File: src/rtl/rrack_pkg.sv
`default_nettype none

package rrack_pkg;

  localparam int AXIS_DATA_W = 512;
  localparam int AXIS_KEEP_W = AXIS_DATA_W / 8;

  typedef logic [AXIS_DATA_W-1:0] axis_data_t;
  typedef logic [AXIS_KEEP_W-1:0] axis_keep_t;
  typedef logic [23:0] psn_t;
  typedef logic [23:0] qpn_t;
  typedef logic [47:0] mac_addr_t;
  typedef logic [31:0] ipv4_addr_t;
  typedef logic [8:0]  pkt_len_t;

  localparam int       NUM_QP                = 5;
  localparam qpn_t     FIRST_QP              = 24'd3;
  localparam int       QP_IDX_W              = $clog2(NUM_QP);
  localparam int       HDR_BYTES             = 58; // eth + ipv4 + udp + bth + aeth
  localparam int       IP_HDR_BYTES          = 20;
  localparam int       RD_RESP_PAYLOAD_BYTES = 256;
  localparam pkt_len_t RD_RESP_LEN           = 9'd314;
  localparam pkt_len_t ACK_LEN               = 9'd58;
  localparam int       PKT_IMG_BYTES         = 320; // five full beats
  localparam int       NUM_RD_RESP           = 8;
  localparam int       NUM_WR_ACK            = 8;
  localparam int       IFG_CYCLES            = 256;
  localparam int       IFG_CNT_W             = $clog2(IFG_CYCLES);

  typedef logic [HDR_BYTES*8-1:0] roce_hdr_t; // wire byte 0 in [7:0]
  typedef logic [IFG_CNT_W-1:0]   ifg_cnt_t;

  localparam logic [7:0] OPC_RD_RESP = 8'h10; // read response only
  localparam logic [7:0] OPC_ACK     = 8'h11;

  // msb byte offsets of the request descriptor fields
  localparam int REQ_QPN_BYTE = 47;
  localparam int REQ_PSN_BYTE = 51;

  localparam logic [15:0] ETH_TYPE_IPV4   = 16'h0800;
  localparam logic [7:0]  IP_VER_IHL      = 8'h45;
  localparam logic [7:0]  IP_TOS          = 8'hb8;
  localparam logic [15:0] IP_ID           = 16'h5555;
  localparam logic [15:0] IP_FLAGS        = 16'h4000; // don't fragment
  localparam logic [7:0]  IP_TTL          = 8'hba;
  localparam logic [7:0]  IP_PROTO_UDP    = 8'h11;
  localparam logic [15:0] IP_TOT_LEN_RD   = 16'h0130;
  localparam logic [15:0] IP_TOT_LEN_ACK  = 16'h0030;
  localparam logic [15:0] UDP_SRC_PORT    = 16'h6851;
  localparam logic [15:0] UDP_DST_PORT    = 16'h12b7; // rocev2
  localparam logic [7:0]  BTH_FLAGS       = 8'h00;
  localparam logic [15:0] BTH_PKEY        = 16'h666f;
  localparam logic [7:0]  BTH_RSVD        = 8'h05;

  typedef enum logic {
    RESP_READ,
    RESP_ACK
  } resp_kind_t;

  typedef struct packed {
    mac_addr_t  src_mac;
    ipv4_addr_t src_ip;
  } station_cfg_t;

  typedef struct packed {
    mac_addr_t  dst_mac;
    ipv4_addr_t dst_ip;
  } qp_cfg_t;

  typedef qp_cfg_t [NUM_QP-1:0] qp_table_t; // entry 0 is qp 3

  typedef struct packed {
    axis_data_t tdata;
    logic       tvalid;
    logic       tlast;
  } req_beat_t;

  typedef struct packed {
    axis_data_t tdata;
    axis_keep_t tkeep;
    logic       tvalid;
    logic       tlast;
  } tx_beat_t;

  typedef struct packed {
    psn_t psn;
    qpn_t qpn;
  } resp_desc_t;

endpackage

`default_nettype wire

File: src/rtl/req_desc_capture.sv
`default_nettype none

module req_desc_capture (
  input  wire                       core_clk,
  input  wire                       core_aresetn,
  input  wire                       arm_i,
  input  wire rrack_pkg::req_beat_t req_i,
  output rrack_pkg::resp_desc_t     desc_o,
  output logic                      desc_valid_o
);

  logic got_first;
  logic seen_last; // stream ignored after tlast until rearmed
  logic take_beat;

  assign take_beat = arm_i && req_i.tvalid && !seen_last;

  always_ff @(posedge core_clk or negedge core_aresetn) begin
    if (!core_aresetn) begin
      got_first    <= 1'b0;
      seen_last    <= 1'b0;
      desc_valid_o <= 1'b0;
    end else begin
      desc_valid_o <= 1'b0;
      if (!arm_i) begin
        got_first <= 1'b0;
        seen_last <= 1'b0;
      end else if (take_beat) begin
        got_first <= 1'b1;
        if (req_i.tlast) begin
          seen_last    <= 1'b1;
          desc_valid_o <= 1'b1;
        end
      end
    end
  end

  // fields sit msb first on the stream
  always_ff @(posedge core_clk) begin
    if (take_beat && !got_first) begin
      desc_o.psn <= {req_i.tdata[rrack_pkg::REQ_PSN_BYTE*8 +: 8],
                     req_i.tdata[(rrack_pkg::REQ_PSN_BYTE+1)*8 +: 8],
                     req_i.tdata[(rrack_pkg::REQ_PSN_BYTE+2)*8 +: 8]};
      desc_o.qpn <= {req_i.tdata[rrack_pkg::REQ_QPN_BYTE*8 +: 8],
                     req_i.tdata[(rrack_pkg::REQ_QPN_BYTE+1)*8 +: 8],
                     req_i.tdata[(rrack_pkg::REQ_QPN_BYTE+2)*8 +: 8]};
    end
  end

endmodule

`default_nettype wire

File: src/rtl/roce_hdr_builder.sv
`default_nettype none

module roce_hdr_builder (
  input  wire                          core_clk,
  input  wire                          core_aresetn,
  input  wire                          load_i,
  input  wire rrack_pkg::resp_kind_t   kind_i,
  input  wire rrack_pkg::resp_desc_t   desc_i,
  input  wire rrack_pkg::station_cfg_t station_cfg_i,
  input  wire rrack_pkg::qp_table_t    qp_cfg_i,
  output rrack_pkg::roce_hdr_t         hdr_o,
  output logic                         hdr_valid_o
);

  rrack_pkg::qpn_t                       qp_off;
  logic [rrack_pkg::QP_IDX_W-1:0]        qp_idx;
  rrack_pkg::qp_cfg_t                    qp_sel;
  logic [15:0]                           tot_len;
  logic [15:0]                           udp_len;
  logic [7:0]                            opcode;
  logic [rrack_pkg::IP_HDR_BYTES*8-1:0]  ip_words; // checksum field zero
  logic [15:0]                           ip_csum;
  rrack_pkg::roce_hdr_t                  hdr_be;   // byte 0 in the msbs

  // ones complement sum of the ipv4 header words
  function automatic logic [15:0] ipv4_csum(
    input logic [rrack_pkg::IP_HDR_BYTES*8-1:0] words
  );
    logic [19:0] acc;
    logic [16:0] fold;
    acc = '0;
    for (int i = 0; i < rrack_pkg::IP_HDR_BYTES / 2; i++) begin
      acc = acc + 20'(words[i*16 +: 16]);
    end
    fold = 17'(acc[15:0]) + 17'(acc[19:16]);
    return ~(fold[15:0] + 16'(fold[16]));
  endfunction

  function automatic rrack_pkg::roce_hdr_t wire_order(input rrack_pkg::roce_hdr_t be);
    rrack_pkg::roce_hdr_t le;
    for (int i = 0; i < rrack_pkg::HDR_BYTES; i++) begin
      le[i*8 +: 8] = be[(rrack_pkg::HDR_BYTES-1-i)*8 +: 8];
    end
    return le;
  endfunction

  always_comb begin
    qp_off = desc_i.qpn - rrack_pkg::FIRST_QP;
    // unknown qp falls back to entry 0
    qp_idx = (qp_off < rrack_pkg::qpn_t'(rrack_pkg::NUM_QP)) ?
             qp_off[rrack_pkg::QP_IDX_W-1:0] : '0;
    qp_sel = qp_cfg_i[qp_idx];

    if (kind_i == rrack_pkg::RESP_READ) begin
      tot_len = rrack_pkg::IP_TOT_LEN_RD;
      opcode  = rrack_pkg::OPC_RD_RESP;
    end else begin
      tot_len = rrack_pkg::IP_TOT_LEN_ACK;
      opcode  = rrack_pkg::OPC_ACK;
    end
    udp_len = tot_len - 16'(rrack_pkg::IP_HDR_BYTES);

    ip_words = {rrack_pkg::IP_VER_IHL, rrack_pkg::IP_TOS, tot_len,
                rrack_pkg::IP_ID, rrack_pkg::IP_FLAGS,
                rrack_pkg::IP_TTL, rrack_pkg::IP_PROTO_UDP, 16'h0000,
                station_cfg_i.src_ip, qp_sel.dst_ip};
    ip_csum  = ipv4_csum(ip_words);

    hdr_be = {qp_sel.dst_mac, station_cfg_i.src_mac, rrack_pkg::ETH_TYPE_IPV4,
              ip_words[159:80], ip_csum, ip_words[63:0],
              rrack_pkg::UDP_SRC_PORT, rrack_pkg::UDP_DST_PORT, udp_len,
              16'h0000,                                  // udp checksum unused
              opcode, rrack_pkg::BTH_FLAGS, rrack_pkg::BTH_PKEY,
              rrack_pkg::BTH_RSVD, desc_i.qpn, 8'h00, desc_i.psn,
              32'h0000_0000};                            // aeth with msn 0
  end

  always_ff @(posedge core_clk or negedge core_aresetn) begin
    if (!core_aresetn) begin
      hdr_valid_o <= 1'b0;
    end else begin
      hdr_valid_o <= load_i;
    end
  end

  always_ff @(posedge core_clk) begin
    if (load_i) begin
      hdr_o <= wire_order(hdr_be);
    end
  end

endmodule

`default_nettype wire

File: src/rtl/beat_serializer.sv
`default_nettype none

module beat_serializer (
  input  wire                        core_clk,
  input  wire                        core_aresetn,
  input  wire                        start_i,
  input  wire rrack_pkg::resp_kind_t kind_i,
  input  wire [3:0]                  resp_idx_i,
  input  wire rrack_pkg::roce_hdr_t  hdr_i,
  output rrack_pkg::tx_beat_t        tx_o,
  output logic                       pkt_done_o
);

  logic                                   busy_q;
  rrack_pkg::pkt_len_t                    rem_q;
  logic [2:0]                             beat_q;
  logic [7:0]                             pay_q;
  rrack_pkg::pkt_len_t                    cur_len;
  logic [2:0]                             cur_beat;
  logic [7:0]                             cur_pay;
  logic                                   active;
  logic                                   last_beat;
  logic [rrack_pkg::PKT_IMG_BYTES*8-1:0]  pkt_img;
  rrack_pkg::axis_data_t                  tdata_q;
  rrack_pkg::axis_keep_t                  tkeep_q;
  logic                                   tvalid_q;
  logic                                   tlast_q;

  // start loads beat 0 on the same edge
  always_comb begin
    if (start_i) begin
      cur_len  = (kind_i == rrack_pkg::RESP_READ) ? rrack_pkg::RD_RESP_LEN : rrack_pkg::ACK_LEN;
      cur_beat = '0;
      cur_pay  = (kind_i == rrack_pkg::RESP_READ) ? {4'h1, resp_idx_i + 4'd1} : 8'h00;
    end else begin
      cur_len  = rem_q;
      cur_beat = beat_q;
      cur_pay  = pay_q;
    end
  end

  assign active    = start_i || busy_q;
  assign last_beat = (cur_len <= rrack_pkg::pkt_len_t'(rrack_pkg::AXIS_KEEP_W));
  assign pkt_img   = {{(rrack_pkg::PKT_IMG_BYTES - rrack_pkg::RD_RESP_PAYLOAD_BYTES
                        - rrack_pkg::HDR_BYTES){8'h00}},
                      {rrack_pkg::RD_RESP_PAYLOAD_BYTES{cur_pay}},
                      hdr_i};

  always_ff @(posedge core_clk or negedge core_aresetn) begin
    if (!core_aresetn) begin
      busy_q     <= 1'b0;
      rem_q      <= '0;
      beat_q     <= '0;
      pay_q      <= '0;
      tvalid_q   <= 1'b0;
      tlast_q    <= 1'b0;
      pkt_done_o <= 1'b0;
    end else begin
      pkt_done_o <= tvalid_q && tlast_q;
      tvalid_q   <= active;
      tlast_q    <= active && last_beat;
      pay_q      <= cur_pay;
      if (active) begin
        busy_q <= !last_beat;
        rem_q  <= last_beat ? '0 : cur_len - rrack_pkg::pkt_len_t'(rrack_pkg::AXIS_KEEP_W);
        beat_q <= cur_beat + 3'd1;
      end
    end
  end

  always_ff @(posedge core_clk) begin
    if (active) begin
      tdata_q <= pkt_img[cur_beat*rrack_pkg::AXIS_DATA_W +: rrack_pkg::AXIS_DATA_W];
      tkeep_q <= last_beat ? ({rrack_pkg::AXIS_KEEP_W{1'b1}} >> (9'd64 - cur_len))
                           : {rrack_pkg::AXIS_KEEP_W{1'b1}};
    end
  end

  assign tx_o.tdata  = tdata_q;
  assign tx_o.tkeep  = tkeep_q;
  assign tx_o.tvalid = tvalid_q;
  assign tx_o.tlast  = tlast_q;

endmodule

`default_nettype wire

File: src/rtl/resp_sequencer.sv
`default_nettype none

module resp_sequencer (
  input  wire                   core_clk,
  input  wire                   core_aresetn,
  input  wire                   conf_done_i,
  input  wire                   desc_valid_i,
  input  wire                   hdr_valid_i,
  input  wire                   pkt_done_i,
  output logic                  arm_o,
  output rrack_pkg::resp_kind_t kind_o,
  output logic                  start_o,
  output logic [3:0]            resp_idx_o,
  output logic                  post_rd_wqe_o,
  output logic                  post_wr_wqe_o,
  output logic                  rd_path_done_o,
  output logic                  wr_path_done_o
);

  typedef enum logic [2:0] {
    ST_IDLE,
    ST_POST,
    ST_WAIT_DESC,
    ST_WAIT_HDR,
    ST_SEND,
    ST_GAP,
    ST_NEXT_PHASE,
    ST_DONE
  } state_t;

  state_t                state;
  rrack_pkg::resp_kind_t kind_q;
  logic [3:0]            pkt_cnt;   // packets sent in this phase
  rrack_pkg::ifg_cnt_t   gap_cnt;
  logic [3:0]            pkt_total;
  logic                  gap_last;

  assign pkt_total = (kind_q == rrack_pkg::RESP_READ) ? 4'(rrack_pkg::NUM_RD_RESP)
                                                      : 4'(rrack_pkg::NUM_WR_ACK);
  assign gap_last  = (gap_cnt == rrack_pkg::ifg_cnt_t'(rrack_pkg::IFG_CYCLES - 1));

  always_ff @(posedge core_clk or negedge core_aresetn) begin
    if (!core_aresetn) begin
      state          <= ST_IDLE;
      kind_q         <= rrack_pkg::RESP_READ;
      pkt_cnt        <= '0;
      gap_cnt        <= '0;
      rd_path_done_o <= 1'b0;
      wr_path_done_o <= 1'b0;
    end else begin
      case (state)
        ST_IDLE: begin
          if (conf_done_i) begin
            state <= ST_POST;
          end
        end
        ST_POST: state <= ST_WAIT_DESC; // one cycle wqe pulse
        ST_WAIT_DESC: begin
          if (desc_valid_i) begin
            state <= ST_WAIT_HDR;
          end
        end
        ST_WAIT_HDR: begin
          if (hdr_valid_i) begin
            state <= ST_SEND;
          end
        end
        ST_SEND: begin
          if (pkt_done_i) begin
            pkt_cnt <= pkt_cnt + 4'd1;
            gap_cnt <= '0;
            state   <= ST_GAP;
          end
        end
        ST_GAP: begin
          gap_cnt <= gap_cnt + 1'b1;
          if (gap_last) begin
            if (pkt_cnt != pkt_total) begin
              state <= ST_IDLE;
            end else if (kind_q == rrack_pkg::RESP_READ) begin
              rd_path_done_o <= 1'b1;
              state          <= ST_NEXT_PHASE;
            end else begin
              wr_path_done_o <= 1'b1;
              state          <= ST_DONE;
            end
          end
        end
        ST_NEXT_PHASE: begin
          kind_q  <= rrack_pkg::RESP_ACK; // write phase answers with acks
          pkt_cnt <= '0;
          state   <= ST_IDLE;
        end
        ST_DONE: state <= ST_DONE; // parked until reset
        default: state <= ST_IDLE;
      endcase
    end
  end

  assign arm_o         = (state == ST_POST) || (state == ST_WAIT_DESC);
  assign start_o       = (state == ST_WAIT_HDR) && hdr_valid_i;
  assign post_rd_wqe_o = (state == ST_POST) && (kind_q == rrack_pkg::RESP_READ);
  assign post_wr_wqe_o = (state == ST_POST) && (kind_q == rrack_pkg::RESP_ACK);
  assign kind_o        = kind_q;
  assign resp_idx_o    = pkt_cnt;

endmodule

`default_nettype wire

File: src/rtl/rdma_resp_gen_top.sv
`default_nettype none

module rdma_resp_gen_top (
  input  wire                          core_clk,
  input  wire                          core_aresetn,
  input  wire                          conf_done_i,
  input  wire rrack_pkg::station_cfg_t station_cfg_i,
  input  wire rrack_pkg::qp_table_t    qp_cfg_i,
  input  wire rrack_pkg::req_beat_t    req_i,
  output rrack_pkg::tx_beat_t          tx_o,
  output logic                         post_rd_wqe_o,
  output logic                         post_wr_wqe_o,
  output logic                         rd_path_done_o,
  output logic                         wr_path_done_o
);

  logic                  arm;
  rrack_pkg::resp_desc_t desc;
  logic                  desc_valid;
  rrack_pkg::resp_kind_t kind;
  rrack_pkg::roce_hdr_t  hdr;
  logic                  hdr_valid;
  logic                  start;
  logic [3:0]            resp_idx;
  logic                  pkt_done;

  req_desc_capture u_capture (
    .core_clk     (core_clk),
    .core_aresetn (core_aresetn),
    .arm_i        (arm),
    .req_i        (req_i),
    .desc_o       (desc),
    .desc_valid_o (desc_valid)
  );

  roce_hdr_builder u_hdr (
    .core_clk      (core_clk),
    .core_aresetn  (core_aresetn),
    .load_i        (desc_valid),
    .kind_i        (kind),
    .desc_i        (desc),
    .station_cfg_i (station_cfg_i),
    .qp_cfg_i      (qp_cfg_i),
    .hdr_o         (hdr),
    .hdr_valid_o   (hdr_valid)
  );

  beat_serializer u_ser (
    .core_clk     (core_clk),
    .core_aresetn (core_aresetn),
    .start_i      (start),
    .kind_i       (kind),
    .resp_idx_i   (resp_idx),
    .hdr_i        (hdr),
    .tx_o         (tx_o),
    .pkt_done_o   (pkt_done)
  );

  resp_sequencer u_seq (
    .core_clk       (core_clk),
    .core_aresetn   (core_aresetn),
    .conf_done_i    (conf_done_i),
    .desc_valid_i   (desc_valid),
    .hdr_valid_i    (hdr_valid),
    .pkt_done_i     (pkt_done),
    .arm_o          (arm),
    .kind_o         (kind),
    .start_o        (start),
    .resp_idx_o     (resp_idx),
    .post_rd_wqe_o  (post_rd_wqe_o),
    .post_wr_wqe_o  (post_wr_wqe_o),
    .rd_path_done_o (rd_path_done_o),
    .wr_path_done_o (wr_path_done_o)
  );

endmodule

`default_nettype wire

File: config.mk
export PLATFORM = sky130hd
export DESIGN_NAME = rdma_resp_gen_top
export DESIGN_NICKNAME = d
export VERILOG_FILES = /design/src/rtl/rrack_pkg.sv /design/src/rtl/req_desc_capture.sv /design/src/rtl/roce_hdr_builder.sv /design/src/rtl/beat_serializer.sv /design/src/rtl/resp_sequencer.sv /design/src/rtl/rdma_resp_gen_top.sv
export SDC_FILE = /design/constraint.sdc
export NUM_CORES = 1
export LEC_CHECK = 0
export BUFFER_PORTS_ARGS = -buffer_cell sky130_fd_sc_hd__buf_2
export CELL_PAD_IN_SITES_DETAIL_PLACEMENT = 1
export CELL_PAD_IN_SITES_GLOBAL_PLACEMENT = 1
export CORE_AREA = 2 2 608 610
export CTS_CLUSTER_DIAMETER = 50
export CTS_CLUSTER_SIZE = 20
export DETAILED_ROUTE_END_ITERATION = 16
export DIE_AREA = 0 0 610 612
export PLACE_DENSITY = 0.3
export SLEW_MARGIN = 20
export SYNTH_ARGS = -nofsm -noshare
export SYNTH_HDL_FRONTEND = slang
export SYNTH_SLANG_ARGS = --single-unit
export TNS_END_PERCENT = 10
File: constraint.sdc
create_clock -name core_clk -period 13.95 [get_ports core_clk]
set_clock_uncertainty 0.15 [all_clocks]
set_input_delay 1.395 -clock core_clk [delete_from_list [all_inputs] [get_ports core_clk]]
set_output_delay 1.395 -clock core_clk [all_outputs]
set_load 0.02 [all_outputs]
==> results of run 1 <==
## per-layer routing
layer / share of wire, % / vias up / wire length, um / GRT usage, %
met2: 48 / 991 / 95200 / 17.3
li1: - / 10800 / - / -
met4: 2.1 / 12 / 4130 / 2.13
met1: 43 / 12100 / 84600 / 12.7
met3: 7.5 / 243 / 14800 / 3.28
met5: 0.038 / - / 76 / 0
## layout by cell type, fill, tap and decap left out, drive strengths merged, types with 20 or more instances in the layout
cell type | Yosys | layout
a21o | 43 | 43
mux2 | 83 | 83
xnor2 | 35 | 35
a22oi | 79 | 79
nand2 | 83 | 83
inv | 104 | 117
buf | 278 | 1254
fa | 20 | 20
nor2 | 270 | 270
clkinv | 0 | 54
o21a | 110 | 110
dfrtp | 46 | 46
bufinv | 0 | 25
o21ai | 164 | 164
nor3 | 25 | 25
edfxtp | 588 | 588
mux2i | 81 | 81
xor2 | 24 | 24
a21oi | 48 | 48
ha | 76 | 76
clkbuf | 97 | 168
## cells by family after synthesis
group	synth area share, %
flops	60.9
compound gates	11.1
simple gates	7.21
buf+inv	9.07
mux	5.65
fa+ha+maj	4.37
xor+xnor	1.72
## critical path: cells and delay by family (launching register included)
kind            cells  cell delay [ps]
fa+ha+maj           9             3060
buf+inv             6             1050
xor+xnor            2              270
compound gates     17             3770
flops               1              410
simple gates       16             3790
## stage by stage
| stage | util, % | total power, mW | cell area (um2) | hold slack, ps |
|---|---|---|---|---|
| 6_report | 12.8 | 9.94 | 46900 | 259 |
| 5_1_grt | 12.8 | 10.6 | 46800 | 272 |
| 4_1_cts | 12.7 | 10.3 | 46800 | 265 |
| 3_5_place_dp | 11.3 | 6.35 | 41500 | 256 |
| 3_3_place_gp | 11.3 | 6.35 | 41400 | 253 |
| 2_1_floorplan | - | 4.50 | 30900 | 250 |
## what timing repair did
action                                  in CTS  in global routing
setup buffers                                0                  2
endpoints found under the setup margin       0                  5
endpoints found under the hold margin        0                  0
gates resized for setup                      0                  5
## registers in the layout, indices dropped and copies added, names as in the netlist
name,flops
u_ser.rem_q,9
u_hdr.hdr_o,226
u_seq.rd_path_done_o,1
u_capture.desc_o,48
u_ser.tlast_q,1
u_ser.pkt_done_o,1
u_ser.tdata_q,250
u_seq.kind_o,1
u_hdr.hdr_valid_o,1
u_seq.resp_idx_o,4
u_ser.pay_q,8
u_seq.wr_path_done_o,1
u_ser.tkeep_q,64
u_ser.tvalid_q,1
u_ser.busy_q,1
u_seq.state,3
u_capture.seen_last,1
u_capture.got_first,1
u_capture.desc_valid_o,1
u_seq.gap_cnt,8
u_ser.beat_q,3
## worst max path at each step
stage                        start               end  slack [ps]  depth (start not counted)
4_1_cts        u_capture.desc_o[0]  u_hdr.hdr_o[198]         190                         50
5_1_grt        u_capture.desc_o[1]  u_hdr.hdr_o[198]          30                         49
3_5_place_dp   u_capture.desc_o[0]  u_hdr.hdr_o[198]         240                         50
3_3_place_gp   u_capture.desc_o[0]  u_hdr.hdr_o[198]         210                         50
6_report       u_capture.desc_o[0]  u_hdr.hdr_o[198]        1150                         50
2_1_floorplan  u_capture.desc_o[0]  u_hdr.hdr_o[198]        3030                         49
## layout make-up
type,count,area [um2]
fill,42500,320000
antenna,16,40.0
sequential,634,18800
inverter,104,398
timing repair buffer,1254,6750
multi-input combinational,1336,9500
tap,4837,6050
clock buffer,168,3960
clock inverter,106,1360
## power groups by stage
stage / sequential [mW] / combinational, mW / clock [mW]
2_1_floorplan: 2.77 / 1.73 / 0
3_3_place_gp: 2.76 / 3.59 / 0
3_5_place_dp: 2.75 / 3.60 / 0
4_1_cts: 2.72 / 3.62 / 3.99
5_1_grt: 2.73 / 3.83 / 4.05
6_report: 2.71 / 3.40 / 3.83
==> impl_metrics.csv, run 1 <==
group,metric,value,unit
outcome,status,"completed",
sta,slew_headroom,32.7,%
cts,postCtsHoldBufs,0,
finish,nets,4575,
critical_path,r2r_slack,1150,ps
global_route,antenna_found_initial,80,
hold_path,min_from,"u_capture.desc_o[27]",
finish,stdcell_count,8455,
route,wl_per_cell,23.5,um
yosys,ys_top_cells_by_count,"edfxtp_1, nor2_1, buf_4",
yosys,syn_nets,3542,
yosys,yosysMostFrequentCell,"edfxtp_1",
finish,area_growth,51.7,%
placement,gp_congestion,0.782,
sta,rsz0062_at_grt,"false",
critical_path,end_kind,"register",
sta,period_share,91.8,%
finish,drive_gt1_share,45.6,%
placement,dp_cells,8163,
yosys,yosysTopAreaCell,"edfxtp_1",
power,power.density,212,nW/um2
cts,htreeDepth,4,
sta,setup_viol,0,
route,drt-total-wl,199,mm
global_route,grt_pass1_wl,254,mm
power,leakagePower,17.8,nW
power,p_int,6.18,mW
sta,worstMarginPinSlew,1010,ps
flow_run,cap_viol_max_count,0,
global_route,grt_usage,10.3,%
floorplanning,start_util,8.42,%
floorplanning,die_h,612,um
placement,dp_slack,242,ps
sta,finalHoldViolations,0,
cts,cts_tree,"yes",
floorplanning,die-area,373000,um2
hold_path,holdPathEnd,"u_hdr.hdr_o[427]",
critical_path,r2r_end,"u_hdr.hdr_o[198]",
power,p_switching,3.76,mW
floorplanning,core.rowCount,223,
yosys,ys_seq_area_share,60.9,%
cts,clk_latency,830,ps
yosys,synth_cell_types,76,
route,antenna_left,0,
cts,clock_path_buffers,4,
yosys,syn_inst,2449,
power,combPwrFrac,34.2,%
route,dr.pass1.iters,5,
route,drt_iter0_markers,1032,
floorplanning,die_w,610,um
yosys,synth.top_cells.by_area,"edfxtp_1, buf_4, dfrtp_1",
cts,clk_pin_slew,50,ps
critical_path,cp_max_fo,23,
critical_path,r2r-start,"u_capture.desc_o[0]",
sta,max_clock_freq,78.1,MHz
floorplanning,core,367000,um2
global_route,grt_pass1_vias,25300,
yosys,synth_edf_count,588,
critical_path,critPathKind,"register to register",
power,power_switching_share,37.8,%
sta,drv_slew,0,
yosys,syn_avg_cell_area,12.6,um2
route,drc_errors,0,
yosys,synth_area,30900,um2
sta,tns,0,ps
yosys,synth_warnings,0,
route,num_vias,24200,
hold_path,worst_hold_path_type,"register to register",
floorplanning,pin_count,1579,
power,p_seq_share,27.3,%
yosys,ys.flop_type,"edfxtp_1",
sta,layout_setup_ws,1150,ps
critical_path,critPathSlowestCell,"fa_1",
placement,port_buffers,1114,
sta,min_period,12800,ps
global_route,grt_max_degree,105,
placement,post-dp-hpwl,154,mm
route,vias_per_cell,2.86,
power,peakVddDrop,0.117,mV
critical_path,worstPathArrival,13220,ps
global_route,gr-total-overflow,0,
critical_path,cp.required,14360,ps
critical_path,worstSetupStartpointType,"register",
hold_path,whs_path_depth,0,
critical_path,max_stage_delay,520,ps
cts,cts_buffers,152,
yosys,synth_seq_cells,634,
yosys,synth_top_area_share,57.1,%
cts,cts_sinks,634,
critical_path,reg2regPathDepth,50,
power,power_frac_clock,38.6,%
yosys,synth-async-reset-ratio,7.26,%
cts,root_buffer,"clkbuf_16",
Note: power is estimated with default switching activity, not from simulation.
==> run 2, diff against run 1 <==
- PLACE_DENSITY: 0.3 -> 0.38
- clock period: 13.95 -> 14.1 ns (I/O delays scaled with it)
==> run 2 against run 1 <==
Net effect: largest cell class unchanged; power is 5.4% lower; non-clock buffer count shrank 55; setup slack got worse by 120 ps; die area unchanged; highest routed layer unchanged; cell count down 0.51%; largest power group unchanged; hold slack improved by 4.5 ps.
==> impl_metrics.csv, run 2 (synthesis results as in run 1) <==
group,metric,value,unit
floorplanning,die_w,610,um
finish,fin_area,46000,um2
finish,drive_gt1_share,44.3,%
global_route,grt_max_degree,102,
sta,rsz0062_at_grt,"false",
placement,port_buffers,1114,
finish,final_cell_mix,"buf_2, edfxtp_1, nor2_1, o21ai_0, clkbuf_16",
route,wl_per_cell,23.5,um
route,antenna_left,0,
finish,stdcell_count,8412,
critical_path,critPathTopFamily,"compound AO/OA/AOI/OAI gates",
cts,cts_sinks,634,
power,peakVddDrop,0.121,mV
power,leakagePower,17.3,nW
sta,setup_viol,0,
finish,top_regs,"u_ser.tdata_q: 250 flops, u_hdr.hdr_o: 226 flops, u_ser.tkeep_q: 64 flops",
cts,cts_tree,"yes",
floorplanning,core.rowCount,223,
placement,dp_slack,451,ps
placement,place_area,40900,um2
sta,slew_headroom,27.1,%
sta,drv_slew,0,
global_route,grt_pass1_vias,25000,
sta,layout_setup_ws,1030,ps
placement,post-dp-hpwl,156,mm
cts,root_buffer,"clkbuf_16",
floorplanning,die_h,612,um
global_route,antenna_found_initial,105,
critical_path,cp_common_cell,"ha_1",
route,dr.pass1.iters,5,
critical_path,cp_max_fo,7,
critical_path,cp.required,14490,ps
cts,clk_latency,840,ps
global_route,gr-total-overflow,0,
power,power.density,204,nW/um2
critical_path,critPathKind,"register to register",
cts,cts_buffers,145,
finish,nets,4513,
critical_path,end_kind,"register",
route,drt-total-wl,198,mm
finish,mostFrequentLayoutCell,"buf_2",
critical_path,worstSetupStartpointType,"register",
cts,postCtsHoldBufs,0,
sta,worstMarginPinSlew,1090,ps
finish,area_growth,49.0,%
flow_run,cap_viol_max_count,0,
critical_path,critPathSlowestCell,"edfxtp_1",
placement,dp_cells,8107,
global_route,grt_usage,10.2,%
cts,clock_path_buffers,4,
sta,max_clock_freq,76.5,MHz
sta,tns,0,ps
critical_path,worstPathArrival,13460,ps
critical_path,max_stage_delay,620,ps
hold_path,worst_hold_path_type,"register to register",
sta,min_period,13070,ps
floorplanning,pin_count,1579,
floorplanning,die-area,373000,um2
floorplanning,core,367000,um2
route,drc_errors,0,
global_route,grt_pass1_wl,250,mm
floorplanning,start_util,8.42,%
placement,gp_congestion,0.789,
finish,regMostFlops,"u_ser.tdata_q",
critical_path,crit_buf_inv,4,
sta,period_share,92.7,%
finish,largest_register_ffs,250,
cts,htreeDepth,4,
sta,finalHoldViolations,0,
route,num_vias,24000,
route,vias_per_cell,2.86,
outcome,status,"completed",
route,drt_iter0_markers,1257,
cts,clk_pin_slew,50,ps
## run 2: changes by cell type in the layout (fill, tap and decap cells not counted), sizes merged, moves of 6 or more
cell    before   now
buf       1254  1199
diode       16    42
clkinv      54    43
inv        117   128
bufinv      25    18
clkbuf     168   162
## run 2: final cells by class
class | count | area (um2)
fill | 42600 | 321000
sequential | 634 | 18800
multi-input combinational | 1336 | 9490
timing repair buffer | 1199 | 6230
tap | 4837 | 6050
clock buffer | 162 | 3730
clock inverter | 98 | 1230
inverter | 104 | 398
antenna | 42 | 105
## run 2: metal layers
metal / part of all wire, % / wire, um / global-route usage, % / up-vias
li1: - / - / - / 10700
met1: 39 / 78000 / 11.6 / 12000
met2: 47 / 93700 / 17.0 / 1018
met3: 11 / 21200 / 4.86 / 313
met4: 2.5 / 4920 / 2.52 / 42
met5: 0.14 / 272 / 0 / -
## run 2: path summary, 6_finish.rpt
kind,start,slack (ps),depth (start not counted),to
setup / recovery,u_capture.desc_o[0],1030,49,u_hdr.hdr_o[198]
hold / removal,u_capture.desc_o[42],260,0,u_hdr.hdr_o[410]
setup reg to reg,u_capture.desc_o[0],1030,49,u_hdr.hdr_o[198]
hold reg to reg,u_capture.desc_o[42],260,0,u_hdr.hdr_o[410]
max in group asynchronous,core_aresetn,12760,2,u_seq.resp_idx_o[0]
min in group asynchronous,core_aresetn,530,2,u_capture.seen_last
## run 2: what timing repair did
item / in CTS / in global routing
resized for setup: 0 / 1
buffers inserted: 0 / 3
endpoints found under the setup margin: 0 / 2
## run 2: stage by stage
stage	util, %	hold slack (ps)	total power, mW
global placement	11.2	254	6.03
detailed placement	11.2	256	6.05
global route	12.5	276	10.0
floorplan	-	250	4.45
finish	12.5	263	9.40
CTS	12.5	263	9.74
## run 2: power by group
| part | switching [mW] | leakage, nW | internal (mW) |
|---|---|---|---|
| logic | 2.22 | 8.98 | 0.952 |
| registers | 0.131 | 5.95 | 2.55 |
| clock network | 1.28 | 2.38 | 2.27 |
| total | 3.64 | 17.3 | 5.77 |
